[config.mk]
export PLATFORM = sky130hd
export DESIGN_NAME = BusArbiter
export DESIGN_NICKNAME = d
export VERILOG_FILES = /design/src/CpuPkg.sv /design/src/BusArbiter.sv
export SDC_FILE = /design/constraint.sdc
export NUM_CORES = 1
export LEC_CHECK = 0
export ABC_AREA = 1
export BUFFER_PORTS_ARGS = -buffer_cell sky130_fd_sc_hd__buf_2
export CAP_MARGIN = 15
export CORE_MARGIN = 5
export CORE_UTILIZATION = 25
export CTS_CLUSTER_SIZE = 25
export DETAILED_ROUTE_END_ITERATION = 16
export PLACE_DENSITY_LB_ADDON = 0.15
export SYNTH_ARGS = -nofsm -noshare
export SYNTH_HDL_FRONTEND = slang
export SYNTH_SLANG_ARGS = --single-unit
[constraint.sdc]
create_clock -name clock -period 2.2 [get_ports clock]
set_input_delay 0.22 -clock clock [delete_from_list [all_inputs] [get_ports clock]]
set_output_delay 0.22 -clock clock [all_outputs]
set_load 0.01 [all_outputs]
[src/CpuPkg.sv]
package CpuPkg;

    // Data and address words of the CPU bus
    typedef logic [7:0] byteT;
    typedef logic [15:0] addressT;

    // ALU operations selected by the sequencer
    typedef enum logic [3:0] {
        PassB,
        Add,
        Sub,
        And,
        Inc,
        Dec
    } aluOpT;

    // Address bus sources
    typedef enum logic [1:0] {
        ProgramCounter,
        OperandAddress,
        Vector
    } addrSelT;

    // Opcode values, same encodings as the 6502
    localparam byteT OpLdaImm = 8'hA9;
    localparam byteT OpLdaAbs = 8'hAD;
    localparam byteT OpStaAbs = 8'h8D;
    localparam byteT OpAdcImm = 8'h69;
    localparam byteT OpSbcImm = 8'hE9;
    localparam byteT OpAndImm = 8'h29;
    localparam byteT OpTax    = 8'hAA;
    localparam byteT OpTxa    = 8'h8A;
    localparam byteT OpInx    = 8'hE8;
    localparam byteT OpDex    = 8'hCA;
    localparam byteT OpJmpAbs = 8'h4C;
    localparam byteT OpBeq    = 8'hF0;
    localparam byteT OpBne    = 8'hD0;
    localparam byteT OpNop    = 8'hEA;

    // Low byte of the reset vector, high byte follows
    localparam addressT ResetVector = 16'hFFFC;

endpackage

[src/BusArbiter.sv]
module BusArbiter #(
    parameter int RamAddrWidth = 12
) (
    input  logic                    clock,
    input  logic                    reset,
    input  logic                    sync,
    input  CpuPkg::addressT         cpuAddress,
    input  CpuPkg::byteT            cpuDataOut,
    input  logic                    cpuWriteEnable,
    output logic                    cpuEnable,
    input  logic                    hostRequest,
    input  logic                    hostWrite,
    input  CpuPkg::addressT         hostAddress,
    input  CpuPkg::byteT            hostWriteData,
    output logic                    hostGrant,
    output logic [RamAddrWidth-1:0] ramAddress,
    output CpuPkg::byteT            ramWriteData,
    output logic                    ramWriteEnable
);

    typedef enum logic {
        CpuOwns,
        HostOwns
    } ownerT;

    ownerT owner;

    // Host gets the RAM during reset, at an opcode fetch, or while it already owns it
    assign hostGrant = hostRequest && (reset || sync || owner == HostOwns);

    // CPU stalls in the granted fetch, resumes as soon as the request drops
    assign cpuEnable = (owner == HostOwns) ? !hostRequest
                                           : !(hostRequest && (sync || reset));

    always_ff @(posedge clock) begin
        if (reset) begin
            owner <= CpuOwns;
        end else if (owner == CpuOwns && hostGrant) begin
            owner <= HostOwns;
        end else if (owner == HostOwns && !hostRequest) begin
            owner <= CpuOwns;
        end
    end

    // RAM port follows the owner, address wraps to the RAM size
    assign ramAddress = hostGrant ? hostAddress[RamAddrWidth-1:0]
                                  : cpuAddress[RamAddrWidth-1:0];
    assign ramWriteData = hostGrant ? hostWriteData : cpuDataOut;
    assign ramWriteEnable = hostGrant ? hostWrite : (cpuWriteEnable && cpuEnable);

    // Exactly one side sees the RAM in any cycle
    assert property (@(posedge clock) !(cpuEnable && hostGrant));

endmodule

Word-level counts from Yosys, hierarchy flattened
Cells that the tools add are included.

cells by class
  bitwise operators = 1
  reduce and logical (&&, ||, !) cells = 10
  mux-type cells = 6

operator list
  operator             number
  $mux W12             1
  $mux W8              1
  $logic_and A1 B1 Y1  5
  $mux W1              4
  $logic_not A1 Y1     2
  $logic_or A1 B1 Y1   2
  $reduce_bool A2 Y1   1
  $not A1 Y1           1

storage, ports and cells
  logic and storage cells = 18
  output and inout port bits = 23
  register bits after elaboration = 1

Longest topological paths before layout
  depth in word-level cells = 6
  depth in mapped cells = 6

Worst setup path before layout
OpenSTA, ideal clock, no wires.

  path type = register to output
  start = reg owner
  end = out ramAddress[0]
  buffers on the path = 1
  setup slack = 1.202 ns
  stages on the path, launching flop included = 6
  arrival = 0.778 ns
  cells stage by stage = dfxtp_1 > inv_1 > nand2_2 > buf_2 > nand3_1 > nand2_1

on the way
  longest elaborated chain between the ends = 3

ends and longest elaborated chain
  what                      RTL line          text
  start: declaration        BusArbiter.sv:26  ownerT owner;
  start signal: assignment  BusArbiter.sv:37  owner <= CpuOwns;
  start signal: assignment  BusArbiter.sv:39  owner <= HostOwns;
  start signal: assignment  BusArbiter.sv:41  owner <= CpuOwns;
  $logic_or A1 B1 Y1        BusArbiter.sv:29  assign hostGrant = hostRequest && (reset || sync || owner == HostOwns);
  $logic_and A1 B1 Y1       BusArbiter.sv:29
  $mux W12                  BusArbiter.sv:46  assign ramAddress = hostGrant ? hostAddress[RamAddrWidth-1:0]
  end: declaration          BusArbiter.sv:16  output logic [RamAddrWidth-1:0] ramAddress,

Every way passes these cells.

Worst setup path in the final report
  start = in reset
  end = out ramAddress[1]

on the way
  longest elaborated chain between the ends = 4

ends and longest elaborated chain
  what                             RTL line          text
  start: declaration               BusArbiter.sv:5   input logic reset,
  $logic_or A1 B1 Y1 (2 in a row)  BusArbiter.sv:29
  $logic_and A1 B1 Y1              BusArbiter.sv:29
  $mux W12                         BusArbiter.sv:46

Every way passes these cells.

==> summary.md <==
| Metric | Value |
|---|---|
| Cell Pwr Density | `257 nW/µm²` |
| Slowest-stage cell, CP | `nand2_4` |
| Synth async-reset ratio | `0%` |
| Die height | `48.0 µm` |
| Most common cell in the netlist | `nand2_1` |
| P&R area growth vs syn | `87.8%` |
| CP Cell Sequence | `buf_2, nor2_2, nand2_2, nand2_4, nand2_1, nand2_1, buf_2` |
| Hold depth | `2` |
| Number of port buffers | `68` |
| Antenna violations before repair | `0` |
| Area leader, netlist | `nand2_1` |
| RePlAce Congestion | `0.717` |
| FF-to-FF setup slack | `1.11 ns` |
| Setup Fix Bufs, Post-CTS | `0` |
| Drt pass-1 iters | `4` |
| DRT antenna net count | `0` |
| First-pass GRT wire length | `2270 µm` |
| Final min period | `1.50 ns` |
| Vias in the first global route | `576` |
| Sequential fraction of the synthesis area | `5.56%` |
| Setup Viol. Count Final | `0` |
| Yosys cell types | `10` |
| Dpl hpwl | `1310 µm` |
| Status | `finished, final reports clean` |
| Reg2reg end | `owner` |
| Total Routing Usage GR | `12.8%` |
| Final period util | `68.2%` |
| Mapped Nets | `130` |
| Synth warn | `0` |
| Total of max-cap violations | `0` |
| Post-Layout Cell Count | `153` |
| Top Ports | `77` |
| Cell Area, Placed | `677 µm²` |
| Layout cell share with drive strength beyond 1 | `51.4%` |
| Post-synth EDFFs | `0` |
| Share of the synthesized area in the top cell type | `43.8%` |
| Rel. slew slack | `72.5%` |
| Die Footprint | `2300 µm²` |
| Syn Std Cell Area | `360 µm²` |
| Max VDD drop | `0.0908 mV` |
| Critical Path AT | `1.28 ns` |
| Largest net degree at the start of global routing | `25` |
| Hold_sp | `reset` |
| Worst r2r src | `owner` |
| Leak | `0.482 nW` |
| Hold WS | `0.404 ns` |
| Biggest regs | `owner x1` |
| Slew Limit Fails | `0` |
| Row count | `13` |
| Mapped Cells | `76` |
| Crit Path Category | `in2out` |
| Final count of hold timing violations | `0` |
| Clock transition time at the flip-flop clock pins of the worst setup and hold paths | `0 ns` |
| Synth area leaders | `nand2_1 (44%), nand3_1 (29%), buf_6 (6.3%)` |
| Clock Latency Late Sink | `0 ns` |
| Worst setup EP type | `output port` |
| Die Wd | `48.0 µm` |
| Avg Synthesized Cell Area | `4.74 µm²` |
| Hold Path Class | `in2reg` |
| Placed cell count | `153` |
| CP max FO | `24` |
| Worst-case reg-to-reg path depth | `4` |
| Worst-margin pin slew | `0.412 ns` |
| Drt wl/cell | `10.2 µm` |
| Max FFs per register | `1` |
| Total congestion overflow | `0` |
| FF+latch count, synth | `1` |
| Routed wire length | `1560 µm` |
| # diodes | `0` |
| Top FF cell, synth | `dfxtp_1` |
| Final net count | `194` |
| CP required | `1.98 ns` |
| Worst setup path endpoint | `ramAddress[1]` |
| FMAX | `666 MHz` |
| Worst Skew | `0 ns` |
| Delay of the slowest cell on the worst path | `0.31 ns` |
| Residual DRC | `0` |
| Most flops, register | `owner` |
| CTS Hold Bufs | `0` |
| Via density | `4.34` |
| Crit path from | `reset` |
| Core Box Area | `1330 µm²` |
| Vias | `664` |
| DRT iter0 DRCs | `5` |
| Synth top cells by count | `nand2_1 (42), nand3_1 (21), buf_2 (4)` |
| Unrepaired setup endpoints after global routing | `false` |
| Fin area | `677 µm²` |
| Setup TNS | `0 ns` |
| Initial Util | `27.0%` |
| CTS resizes | `0` |
| CP Launch Type | `input port` |
## critical path, delay by kind of cell
| family | cells | cell delay (ns) |
|---|---|---|
| AND/OR/NAND/NOR | 5 | 0.82 |
| buffers and inverters | 2 | 0.23 |
## routing by layer
metal | wire length [µm] | GRT usage [%] | share of wire, %
met5 | 0 | 0 | 0
met4 | 0 | 0 | 0
met3 | 183 | 1.13 | 12
met2 | 802 | 24.3 | 52
met1 | 571 | 16.5 | 37
## cell type report
type                       count  area [µm²]
tap                           15        18.8
timing repair buffer          68         340
fill                         151         657
sequential                     1        20.0
multi-input combinational     67         290
inverter                       2        7.51
## through the flow
step	setup WS, ns	util [%]	power, W
after floorplan	1.20	-	0.000102
after global placement	0.700	50.8	0.000173
after detailed placement	0.664	50.8	0.000176
after CTS	0.668	50.8	0.000177
after global routing	0.540	50.8	0.000192
final	0.699	50.8	0.000174
## cells in the final DEF (no fill, tap or decap)
| cell | count |
|---|---|
| buf_2 | 68 |
| nand2_1 | 42 |
| nand3_1 | 21 |
| inv_1 | 2 |
| nor2_2 | 1 |
| nand2_2 | 1 |
| nand2_4 | 1 |
| nor2_1 | 1 |
| dfxtp_1 | 1 |
## where the power goes
| part | switching (W) | leakage (nW) | internal [W] |
|---|---|---|---|
| clock | 0 | 0 | 0 |
| combinational | 0.0000818 | 0.473 | 0.0000721 |
| sequential | 0.000000278 | 0.00829 | 0.0000196 |
| total | 0.0000821 | 0.482 | 0.0000916 |
## worst min-delay path by stage
| stage | slack [ns] | to |
|---|---|---|
| 2_1_floorplan | 0.29 | owner |
| 3_3_place_gp | 0.40 | owner |
| 3_5_place_dp | 0.41 | owner |
| 4_1_cts | 0.41 | owner |
| 5_1_grt | 0.41 | owner |
| 6_report | 0.40 | owner |
## cell families (layout without fill, tap and decap cells)
logic type | after synthesis | after routing | share of synthesized area, %
and+or+nand+nor | 67 | 67 | 80.6
buffers and inverters | 8 | 70 | 13.9
DFF | 1 | 1 | 5.56
Power figures use the tool's default switching activity.
