$ cat src/CpuPkg.sv
package CpuPkg;

    // Data and address words of the CPU bus
    typedef logic [7:0] byteT;
    typedef logic [15:0] addressT;

    // ALU operations selected by the sequencer
    typedef enum logic [3:0] {
        PassB,
        Add,
        Sub,
        And,
        Inc,
        Dec
    } aluOpT;

    // Address bus sources
    typedef enum logic [1:0] {
        ProgramCounter,
        OperandAddress,
        Vector
    } addrSelT;

    // Opcode values, same encodings as the 6502
    localparam byteT OpLdaImm = 8'hA9;
    localparam byteT OpLdaAbs = 8'hAD;
    localparam byteT OpStaAbs = 8'h8D;
    localparam byteT OpAdcImm = 8'h69;
    localparam byteT OpSbcImm = 8'hE9;
    localparam byteT OpAndImm = 8'h29;
    localparam byteT OpTax    = 8'hAA;
    localparam byteT OpTxa    = 8'h8A;
    localparam byteT OpInx    = 8'hE8;
    localparam byteT OpDex    = 8'hCA;
    localparam byteT OpJmpAbs = 8'h4C;
    localparam byteT OpBeq    = 8'hF0;
    localparam byteT OpBne    = 8'hD0;
    localparam byteT OpNop    = 8'hEA;

    // Low byte of the reset vector, high byte follows
    localparam addressT ResetVector = 16'hFFFC;

endpackage

$ cat src/CpuAlu.sv
module CpuAlu (
    input  CpuPkg::byteT  operandA,
    input  CpuPkg::byteT  operandB,
    input  logic          carryIn,
    input  CpuPkg::aluOpT operation,
    output CpuPkg::byteT  result,
    output logic          carryOut,
    output logic          overflowOut,
    output logic          zero,
    output logic          negative
);
    import CpuPkg::*;

    // Second adder input, inverted for subtraction
    byteT addend;
    // Nine bits so the carry out falls into the top bit
    logic [8:0] sum;

    always_comb begin
        // SBC is A + ~B + C, borrow is the inverted carry
        addend = (operation == Sub) ? ~operandB : operandB;
        sum = {1'b0, operandA} + {1'b0, addend} + {8'd0, carryIn};

        // Carry passes through for everything but the adder ops
        result = operandB;
        carryOut = carryIn;
        overflowOut = 1'b0;

        case (operation)
            Add, Sub: begin
                result = sum[7:0];
                carryOut = sum[8];
                // Signed overflow when both inputs agree in sign and the sum does not
                overflowOut = (operandA[7] == addend[7]) && (sum[7] != operandA[7]);
            end
            And: begin
                result = operandA & operandB;
            end
            Inc: begin
                result = operandA + 8'd1;
            end
            Dec: begin
                result = operandA - 8'd1;
            end
            default: begin
                result = operandB;
            end
        endcase
    end

    // N and Z come straight from the result
    assign zero = (result == 8'h00);
    assign negative = result[7];

endmodule

$ cat src/CpuSequencer.sv
module CpuSequencer (
    input  logic            clock,
    input  logic            reset,
    input  logic            enable,
    input  CpuPkg::byteT    opcode,
    input  logic            zeroFlag,
    output CpuPkg::addrSelT addrSel,
    output CpuPkg::aluOpT   aluOperation,
    output logic            loadOpcode,
    output logic            loadOperandLow,
    output logic            loadOperandHigh,
    output logic            loadA,
    output logic            loadX,
    output logic            loadPcFromOperand,
    output logic            incrementPc,
    output logic            branchTaken,
    output logic            storeCarryOverflow,
    output logic            storeNz,
    output logic            writeMemory,
    output logic            sync
);
    import CpuPkg::*;

    // One state per bus cycle of an instruction
    typedef enum logic [2:0] {
        VectorLow,
        VectorHigh,
        Fetch,
        Operand1,
        Operand2,
        Access,
        BranchAdd
    } stateT;

    stateT state;
    stateT nextState;

    // Opcode classes
    logic isImmediate;
    logic isAbsolute;
    logic isJump;
    logic isBranch;
    logic branchCondition;

    // Opcode comes from the bus during Fetch, from the opcode register after
    always_comb begin
        isImmediate = opcode inside {OpLdaImm, OpAdcImm, OpSbcImm, OpAndImm};
        isAbsolute = opcode inside {OpLdaAbs, OpStaAbs};
        isJump = (opcode == OpJmpAbs);
        isBranch = opcode inside {OpBeq, OpBne};
        // BEQ wants Z set, BNE wants it clear
        branchCondition = (opcode == OpBeq) ? zeroFlag : !zeroFlag;
    end

    // ALU operation only matters in cycles that store a result
    always_comb begin
        case (opcode)
            OpAdcImm: aluOperation = Add;
            OpSbcImm: aluOperation = Sub;
            OpAndImm: aluOperation = And;
            OpInx:    aluOperation = Inc;
            OpDex:    aluOperation = Dec;
            default:  aluOperation = PassB;
        endcase
    end

    // Address source, opcode latch and sync follow the state alone
    always_comb begin
        addrSel = ProgramCounter;
        loadOpcode = 1'b0;
        sync = 1'b0;
        case (state)
            VectorLow, VectorHigh: begin
                addrSel = Vector;
            end
            Fetch: begin
                loadOpcode = 1'b1;
                sync = 1'b1;
            end
            Access: begin
                addrSel = OperandAddress;
            end
            default: begin
                addrSel = ProgramCounter;
            end
        endcase
    end

    always_comb begin
        nextState = state;
        loadOperandLow = 1'b0;
        loadOperandHigh = 1'b0;
        loadA = 1'b0;
        loadX = 1'b0;
        loadPcFromOperand = 1'b0;
        incrementPc = 1'b0;
        branchTaken = 1'b0;
        storeCarryOverflow = 1'b0;
        storeNz = 1'b0;
        writeMemory = 1'b0;

        case (state)
            // Vector low byte parks in the operand register
            VectorLow: begin
                loadOperandLow = 1'b1;
                nextState = VectorHigh;
            end
            // High byte joins it straight into the PC
            VectorHigh: begin
                loadPcFromOperand = 1'b1;
                nextState = Fetch;
            end
            Fetch: begin
                incrementPc = 1'b1;
                nextState = Operand1;
            end
            Operand1: begin
                if (isImmediate) begin
                    // Immediate byte goes through the ALU into A
                    incrementPc = 1'b1;
                    loadA = 1'b1;
                    storeNz = 1'b1;
                    storeCarryOverflow = opcode inside {OpAdcImm, OpSbcImm};
                    nextState = Fetch;
                end else if (isAbsolute || isJump) begin
                    incrementPc = 1'b1;
                    loadOperandLow = 1'b1;
                    nextState = Operand2;
                end else if (isBranch) begin
                    // Offset is kept for the taken cycle
                    incrementPc = 1'b1;
                    loadOperandLow = 1'b1;
                    nextState = branchCondition ? BranchAdd : Fetch;
                end else begin
                    // Implied, with a dummy read of the next byte
                    // Unknown opcodes land here and store nothing
                    loadX = opcode inside {OpTax, OpInx, OpDex};
                    loadA = (opcode == OpTxa);
                    storeNz = loadX || loadA;
                    nextState = Fetch;
                end
            end
            Operand2: begin
                if (isJump) begin
                    loadPcFromOperand = 1'b1;
                    nextState = Fetch;
                end else begin
                    incrementPc = 1'b1;
                    loadOperandHigh = 1'b1;
                    nextState = Access;
                end
            end
            Access: begin
                if (opcode == OpStaAbs) begin
                    writeMemory = 1'b1;
                end else begin
                    loadA = 1'b1;
                    storeNz = 1'b1;
                end
                nextState = Fetch;
            end
            // PC plus offset, dummy read at the old PC
            BranchAdd: begin
                branchTaken = 1'b1;
                nextState = Fetch;
            end
            default: begin
                nextState = Fetch;
            end
        endcase
    end

    // State holds whenever the bus is stalled
    always_ff @(posedge clock) begin
        if (reset) begin
            state <= VectorLow;
        end else if (enable) begin
            state <= nextState;
        end
    end

    // Store comes right after the high operand byte, so no stall inside STA
    assert property (@(posedge clock) disable iff (reset)
        writeMemory |-> (state == Access) && (opcode == OpStaAbs)
            && ($past(state) == Operand2));

    // An enabled fetch always moves on to an operand cycle
    assert property (@(posedge clock) disable iff (reset)
        (enable && sync) |=> !sync);

endmodule

$ cat src/Cpu6502Subset.sv
module Cpu6502Subset (
    input  logic            clock,
    input  logic            reset,
    input  logic            enable,
    input  CpuPkg::byteT    dataIn,
    output CpuPkg::byteT    dataOut,
    output logic            dataWriteEnable,
    output CpuPkg::addressT address,
    output logic            sync
);
    import CpuPkg::*;

    // Architectural and internal registers
    addressT programCounter;
    addressT operandAddress;
    byteT    opcodeReg;
    byteT    regA;
    byteT    regX;
    logic    flagN;
    logic    flagV;
    logic    flagZ;
    logic    flagC;
    // Selects the high vector byte once the low one is read
    logic    vectorHigh;

    // Sequencer controls
    addrSelT addrSel;
    aluOpT   aluOperation;
    logic    loadOpcode;
    logic    loadOperandLow;
    logic    loadOperandHigh;
    logic    loadA;
    logic    loadX;
    logic    loadPcFromOperand;
    logic    incrementPc;
    logic    branchTaken;
    logic    storeCarryOverflow;
    logic    storeNz;

    // Datapath nets
    byteT    currentOpcode;
    byteT    aluOperandA;
    byteT    aluOperandB;
    byteT    aluResult;
    logic    aluCarryOut;
    logic    aluOverflowOut;
    logic    aluZero;
    logic    aluNegative;
    addressT branchTarget;

    // Fetch decodes the byte on the bus, later cycles the latched one
    assign currentOpcode = loadOpcode ? dataIn : opcodeReg;

    CpuSequencer sequencer0 (
        .clock(clock),
        .reset(reset),
        .enable(enable),
        .opcode(currentOpcode),
        .zeroFlag(flagZ),
        .addrSel(addrSel),
        .aluOperation(aluOperation),
        .loadOpcode(loadOpcode),
        .loadOperandLow(loadOperandLow),
        .loadOperandHigh(loadOperandHigh),
        .loadA(loadA),
        .loadX(loadX),
        .loadPcFromOperand(loadPcFromOperand),
        .incrementPc(incrementPc),
        .branchTaken(branchTaken),
        .storeCarryOverflow(storeCarryOverflow),
        .storeNz(storeNz),
        .writeMemory(dataWriteEnable),
        .sync(sync)
    );

    // ALU inputs
    always_comb begin
        // INX and DEX count on X, everything else works on A
        aluOperandA = (opcodeReg == OpInx || opcodeReg == OpDex) ? regX : regA;
        case (opcodeReg)
            OpTxa:   aluOperandB = regX;
            OpTax:   aluOperandB = regA;
            default: aluOperandB = dataIn;
        endcase
    end

    CpuAlu alu0 (
        .operandA(aluOperandA),
        .operandB(aluOperandB),
        .carryIn(flagC),
        .operation(aluOperation),
        .result(aluResult),
        .carryOut(aluCarryOut),
        .overflowOut(aluOverflowOut),
        .zero(aluZero),
        .negative(aluNegative)
    );

    // Relative branch, offset sign extended to 16 bits
    assign branchTarget = programCounter
        + {{8{operandAddress[7]}}, operandAddress[7:0]};

    // Address bus
    always_comb begin
        case (addrSel)
            OperandAddress: address = operandAddress;
            Vector:         address = ResetVector + addressT'(vectorHigh);
            default:        address = programCounter;
        endcase
    end

    // Only A is ever stored
    assign dataOut = regA;

    // PC, opcode, flags and vector step
    always_ff @(posedge clock) begin
        if (reset) begin
            programCounter <= ResetVector;
            opcodeReg <= OpNop;
            vectorHigh <= 1'b0;
            flagN <= 1'b0;
            flagV <= 1'b0;
            flagZ <= 1'b0;
            flagC <= 1'b0;
        end else if (enable) begin
            if (addrSel == Vector) begin
                vectorHigh <= 1'b1;
            end
            // JMP and the vector both take the high byte from the bus
            if (loadPcFromOperand) begin
                programCounter <= {dataIn, operandAddress[7:0]};
            end else if (branchTaken) begin
                programCounter <= branchTarget;
            end else if (incrementPc) begin
                programCounter <= programCounter + 16'd1;
            end
            if (loadOpcode) begin
                opcodeReg <= dataIn;
            end
            if (storeNz) begin
                flagN <= aluNegative;
                flagZ <= aluZero;
            end
            if (storeCarryOverflow) begin
                flagC <= aluCarryOut;
                flagV <= aluOverflowOut;
            end
        end
    end

    // Operand bytes and data registers
    always_ff @(posedge clock) begin
        if (enable) begin
            if (loadOperandLow) begin
                operandAddress[7:0] <= dataIn;
            end
            if (loadOperandHigh) begin
                operandAddress[15:8] <= dataIn;
            end
            if (loadA) begin
                regA <= aluResult;
            end
            if (loadX) begin
                regX <= aluResult;
            end
        end
    end

    // Arbiter must never stall a store cycle
    assert property (@(posedge clock) disable iff (reset)
        dataWriteEnable |-> enable);

endmodule

$ cat config.mk
export PLATFORM = sky130hd
export DESIGN_NAME = Cpu6502Subset
export DESIGN_NICKNAME = d
export VERILOG_FILES = /design/src/CpuPkg.sv /design/src/CpuAlu.sv /design/src/CpuSequencer.sv /design/src/Cpu6502Subset.sv
export SDC_FILE = /design/constraint.sdc
export NUM_CORES = 1
export LEC_CHECK = 0
export ABC_AREA = 1
export BUFFER_PORTS_ARGS = -buffer_cell sky130_fd_sc_hd__buf_2
export CORE_UTILIZATION = 40
export DETAILED_ROUTE_END_ITERATION = 8
export SLEW_MARGIN = 5
export SYNTH_ARGS = -nofsm -noshare
export SYNTH_HDL_FRONTEND = slang
export SYNTH_HIERARCHICAL = 1
export SYNTH_SLANG_ARGS = --single-unit
$ cat constraint.sdc
create_clock -name clock -period 5.8 [get_ports clock]
set_clock_uncertainty 0.2 [all_clocks]
set_input_delay 0.87 -clock clock [delete_from_list [all_inputs] [get_ports clock]]
set_output_delay 0.87 -clock clock [all_outputs]
set_load 0.01 [all_outputs]
# [Word level (Yosys, flattened, before mapping)]
# Index checks and enable logic that the tools add are counted.
[word_totals] mem_bits_rw=0 romBits=0 word_cells=118 latch_bits=0 ff_bits=62 n_memories=0
[op_classes] reduce_logical=22 div_mod_pow=0 bitwise_logic=2 n_mux=47 add_sub_neg=7 n_shift=0 magnitude_cmp=0 n_eq_ne=30 multipliers=0
[ops] op="$eq A8 B8 Y1 const B" count=14
[ops] op="$mux W16" count=3
[ops] op="$pmux W16 S2" count=1
[ops] op="$pmux W8 S4" count=1
[ops] op="$mux W1" count=25
[ops] op="$mux W8" count=3
[ops] op="$add A16 B1 Y16 const B" count=1
[ops] op="$add A16 B16 Y16" count=1
[ops] op="$eq A8 B7 Y1 const B" count=2
[ops] op="$pmux W8 S2" count=1
[ops] op="$eq A3 B3 Y1 const B" count=5
[ops] op="$mux W3" count=5
[ops] op="$pmux W3 S5" count=1
[ops] op="$reduce_and A2 Y1" count=7
[ops] op="$eq A3 B2 Y1 const B" count=4
[ops] op="$pmux W3 S4" count=1
[ops] op="$add A8 B8 Y9" count=1
[ops] op="$add A9 B1 Y9" count=1
[ops] op="$add A8 B1 Y8 const B" count=1
[ops] op="$and A8 B8 Y8" count=1
[ops] op="$eq A8 B6 Y1 const B" count=1
[ops] op="$logic_not A8 Y1" count=1
[ops] op="$not A8 Y8" count=1
[ops] op="$pmux W1 S2" count=4
[ops] op="15 further kinds" count=22

# [Logic depth before layout (Yosys ltp)]
[logic_depth] word_depth=12 ltp_mapped=33 ltp_nobuf=31

# [Cells and area by module]
# Netlist, hierarchy kept.
[by_module_without_submodules] module="Cpu6502Subset" area_per_inst_um2=3687.3 cells_each=507 n_inst=1
[by_module_without_submodules] module="CpuAlu" area_per_inst_um2=1178.6 cells_each=206 n_inst=1
[by_module_without_submodules] module="CpuSequencer" area_per_inst_um2=525.5 cells_each=105 n_inst=1

# [Worst setup path before layout]
# Ideal clock, no wire load.
[synth_path] kind="reg2reg" from="register sequencer0.state[2]" to="register flagZ" stages_incl_launch_ff=23 path_slack_ps=415 synth_period_minus_slack_ps=5385 n_path_buf=1 t_arrival_ps=5115 path_cell_list="dfxtp_1 nor2_1 nand2_1 inv_1 clkbuf_1 nor2_1 a21oi_1 nand2_1 a2111oi_0 nand3_4 xor2_1 fa_1 inv_1 fa_1 a22oi_1 nand2_1 nor2_1 nand2_1 nor3_2 nand3_1 nor2_1 nand3_1 a21oi_1"
[synth_between] elab_chain_cells=11 elab_cells_between_ends=42 cone_classes="add/sub (2); eq/ne (21); mux (10); reduce/logical (9)"
[synth_lines] element="start: declaration" line_no="CpuSequencer.sv:35" source="stateT state;"
[synth_lines] element="start signal: assignment" line_no="CpuSequencer.sv:176" source="state <= VectorLow;"
[synth_lines] element="start signal: assignment" line_no="CpuSequencer.sv:178" source="state <= nextState;"
[synth_lines] element="$eq A3 B2 Y1 (*)" line_no="CpuSequencer.sv:72" source="case (state)"
[synth_lines] element="$mux W1 (*)" line_no="CpuSequencer.sv:72"
[synth_lines] element="via loadOpcode" line_no="Cpu6502Subset.sv:29" source="logic loadOpcode;"
[synth_lines] element="$mux W8 (*)"
[synth_lines] element="via currentOpcode[3]" line_no="Cpu6502Subset.sv:41" source="byteT currentOpcode;"
[synth_lines] element="$eq A8 B8 Y1, or another cell as far along" line_no="CpuSequencer.sv:57" source="case (opcode)"
[synth_lines] element="$pmux W3 S5 (*)" line_no="CpuSequencer.sv:57"
[synth_lines] element="via aluOperation[1]" line_no="Cpu6502Subset.sv:28" source="aluOpT aluOperation;"
[synth_lines] element="$eq A3 B2 Y1" line_no="CpuAlu.sv:21, CpuAlu.sv:29"
[synth_lines] element="$mux W8" line_no="CpuAlu.sv:21" source="addend = (operation == Sub) ? ~operandB : operandB;"
[synth_lines] element="$add A8 B8 Y9" line_no="CpuAlu.sv:22" source="sum = {1'b0, operandA} + {1'b0, addend} + {8'd0, carryIn};"
[synth_lines] element="$add A9 B1 Y9" line_no="CpuAlu.sv:22"
[synth_lines] element="$pmux W8 S4 (*)" line_no="CpuAlu.sv:29" source="case (operation)"
[synth_lines] element="via aluResult[1]" line_no="Cpu6502Subset.sv:44" source="byteT aluResult;"
[synth_lines] element="$logic_not A8 Y1 (*)" line_no="CpuAlu.sv:52" source="assign zero = (result == 8'h00);"
[synth_lines] element="via aluZero" line_no="Cpu6502Subset.sv:47" source="logic aluZero;"
[synth_lines] element="end signal: assignment" line_no="Cpu6502Subset.sv:142" source="flagZ <= aluZero;"
[synth_lines] element="end: declaration" line_no="Cpu6502Subset.sv:21" source="logic flagZ;"
# Mark *: on every way through the listed nets, which the timed path passes. The rest lies on a longest branch.
# A chain may end at the register's enable or synchronous reset.

# [Final worst setup path]
[layout_path] from="register sequencer0.state[2]" to="register flagZ"
[layout_between] elab_chain_cells=11 elab_cells_between_ends=42 cone_classes="add/sub (2); eq/ne (21); mux (10); reduce/logical (9)"
[layout_lines] element="$eq A3 B2 Y1 (*)" line_no="CpuSequencer.sv:72"
[layout_lines] element="$mux W1 (*)" line_no="CpuSequencer.sv:72"
[layout_lines] element="$mux W8 (*)"
[layout_lines] element="via currentOpcode[3]" line_no="Cpu6502Subset.sv:41"
[layout_lines] element="$eq A8 B8 Y1, or another cell as far along" line_no="CpuSequencer.sv:57"
[layout_lines] element="$pmux W3 S5 (*)" line_no="CpuSequencer.sv:57"
[layout_lines] element="via aluOperation[1]" line_no="Cpu6502Subset.sv:28"
[layout_lines] element="$eq A3 B2 Y1" line_no="CpuAlu.sv:21, CpuAlu.sv:29"
[layout_lines] element="$mux W8" line_no="CpuAlu.sv:21"
[layout_lines] element="$add A8 B8 Y9" line_no="CpuAlu.sv:22"
[layout_lines] element="$add A9 B1 Y9" line_no="CpuAlu.sv:22"
[layout_lines] element="$pmux W8 S4 (*)" line_no="CpuAlu.sv:29"
[layout_lines] element="via aluResult[1]" line_no="Cpu6502Subset.sv:44"
[layout_lines] element="$logic_not A8 Y1 (*)" line_no="CpuAlu.sv:52"
[layout_lines] element="via aluZero" line_no="Cpu6502Subset.sv:47"
# Marks and branches as above.

==> summary.txt <==
Run status
  • Outcome: finished, final reports clean

Finish
  • Final nets: 873
  • Most frequent cells in the layout: nand2_1 (211), inv_1 (133), nand3_1 (86)
  • Design Area, Final: 5990 sq um
  • N_diodes: 0
  • Synthesis-to-finish area growth: 11.5%
  • Most common cell after layout, fill and taps aside: nand2_1
  • Share of cells above drive strength 1: 12.0%

Clock tree
  • TritonCTS buffer count: 9
  • Hold buffers post-CTS: 0
  • TritonCTS clock tree: yes
  • Clock Sink Count: 62
  • Clk buf depth: 2
  • Post-CTS resize count: 0
  • Root buffer cell: clkbuf_16
  • Clock Latency Late Sink: 340 ps
  • Clock slew at reported path FFs: 50 ps
  • CTS H-tree lvls: 3
  • Post-CTS setup buffer count: 0

Timing
  • Final Critical Period: 4980 ps
  • Slew headroom: 25.9%
  • Fmax: 201 MHz
  • Final Max Slew Viols: 0
  • Setup TNS: 0 ps
  • Crit share post-route: 85.8%
  • Final number of hold-violating endpoints: 0
  • Slew @ Worst Pin: 1100 ps
  • # setup viols final: 0
  • Worst hold slack: 260 ps
  • RSZ-0062 raised after global routing: no

Yosys
  • Syn Nets: 848
  • Synth Area per Inst: 6.59 sq um
  • Cell Area, Synth: 5380 sq um
  • Synth Warn #: 6
  • Mapped Cells: 816

Critical path
  • Worst EP arrival: 5030 ps
  • Top delay family on crit path: simple AND/OR/NAND/NOR gates
  • Worst path cell trace: nor2_1, nand2_1, inv_1, nor2_1, a21oi_1, nand2_1, a2111oi_1, buf_4, nand3_4, xor2_1, fa_1, inv_1, fa_1, a22oi_1, nand2_1, nor2_1, nand2_1, nor3_2, nand3_1, nor2_1, nand3_1, a21oi_1
  • CP Capture Type: flop
  • Crit start category: flop
  • WS Path Type: flop to flop
  • WP data required: 5860 ps
  • Crit-path max cell delay: 410 ps
  • Slowest stage cell, crit path: a2111oi_1
  • Maximum fanout along the worst path: 17
  • WP buf/inv: 3

GRT
  • First-pass GRT wire length: 24.4 mm
  • Total GRT Usage: 22.0%
  • Vias in the first global route: 4817
  • Largest net degree at the start of global routing: 25
  • Antenna violations before repair: 0
  • Remaining Overflow, GRT: 0

Detailed routing
  • Post-Route WL: 15.1 mm
  • Via count: 5247
  • Vias per std cell: 5.16
  • Initial DRC count: 420
  • Drt pass-1 iters: 4
  • DRT antenna net count: 0
  • Routed len/inst: 14.8 um
  • Drt drc: 0

Die
  • Initial Util: 41.7%
  • Total die area: 13900 sq um
  • Row count: 41
  • Die width: 118 um
  • Die height: 118 um
  • CORE AREA: 12900 sq um
  • I/O pins: 37

Power
  • VDD IR max: 177 uV
  • LEAKAGE: 3.00 nW
  • Final Power: 1.46 mW
  • P per Cell Area: 244 nW/um^2

Place
  • Post-DP HPWL: 11.5 mm
  • GP Congestion: 0.970
  • # port buffers: 36
  • Placed inst area: 5650 sq um

Min path
  • Hold Crit Class: flop to flop

Job
  • Max_cap viols: 0
## per-layer routing
metal | wire length [um] | GRT usage [%]
met2 | 7030 | 36.5
met3 | 634 | 3.20
met1 | 7160 | 29.2
met5 | 0 | 0
met4 | 234 | 7.37
## worst min-delay path, stage by stage (launching register included)
cell	delay [ps]
dfxtp_1	300
nand2_1	60
a21oi_1	50
## through the flow
stage,cells,setup WS (ps),utilization (%)
after floorplan,816,415,-
after global placement,1002,934,43.9
after detailed placement,1002,846,43.9
after CTS,1017,855,46.5
after global routing,1017,296,46.5
final,1017,824,46.5
## state kept, by name, summed over array words and instances (netlist names)
register and cells:
opcodeReg 8, regX 8, dataOut 8, flagZ 1
programCounter 16, sequencer0/state 3, vectorHigh 1, flagC 1
operandAddress 16
## power breakdown
| group | internal (mW) | switching, mW |
|---|---|---|
| Sequential | 0.486 | 0.0194 |
| Combinational | 0.109 | 0.225 |
| Clock | 0.422 | 0.202 |
## final cells by class
type,instances,area [sq um]
Clock buffer,12,278
Tap cell,172,215
Multi-Input combinational cell,591,3150
Sequential cell,62,1560
Timing Repair Buffer,40,210
Fill cell,1351,6880
Clock inverter,3,63.8
Inverter,137,514
## path summary, 6_finish.rpt
| kind | startpoint | end | slack [ps] | depth (start not counted) |
|---|---|---|---|---|
| worst max-delay path | sequencer0/state[2] | flagZ | 820 | 22 |
| worst min-delay path | flagC | flagC | 260 | 2 |
| worst max register to register | sequencer0/state[2] | flagZ | 820 | 22 |
| worst min register to register | flagC | flagC | 260 | 2 |
(Power assumes the default switching activity.)
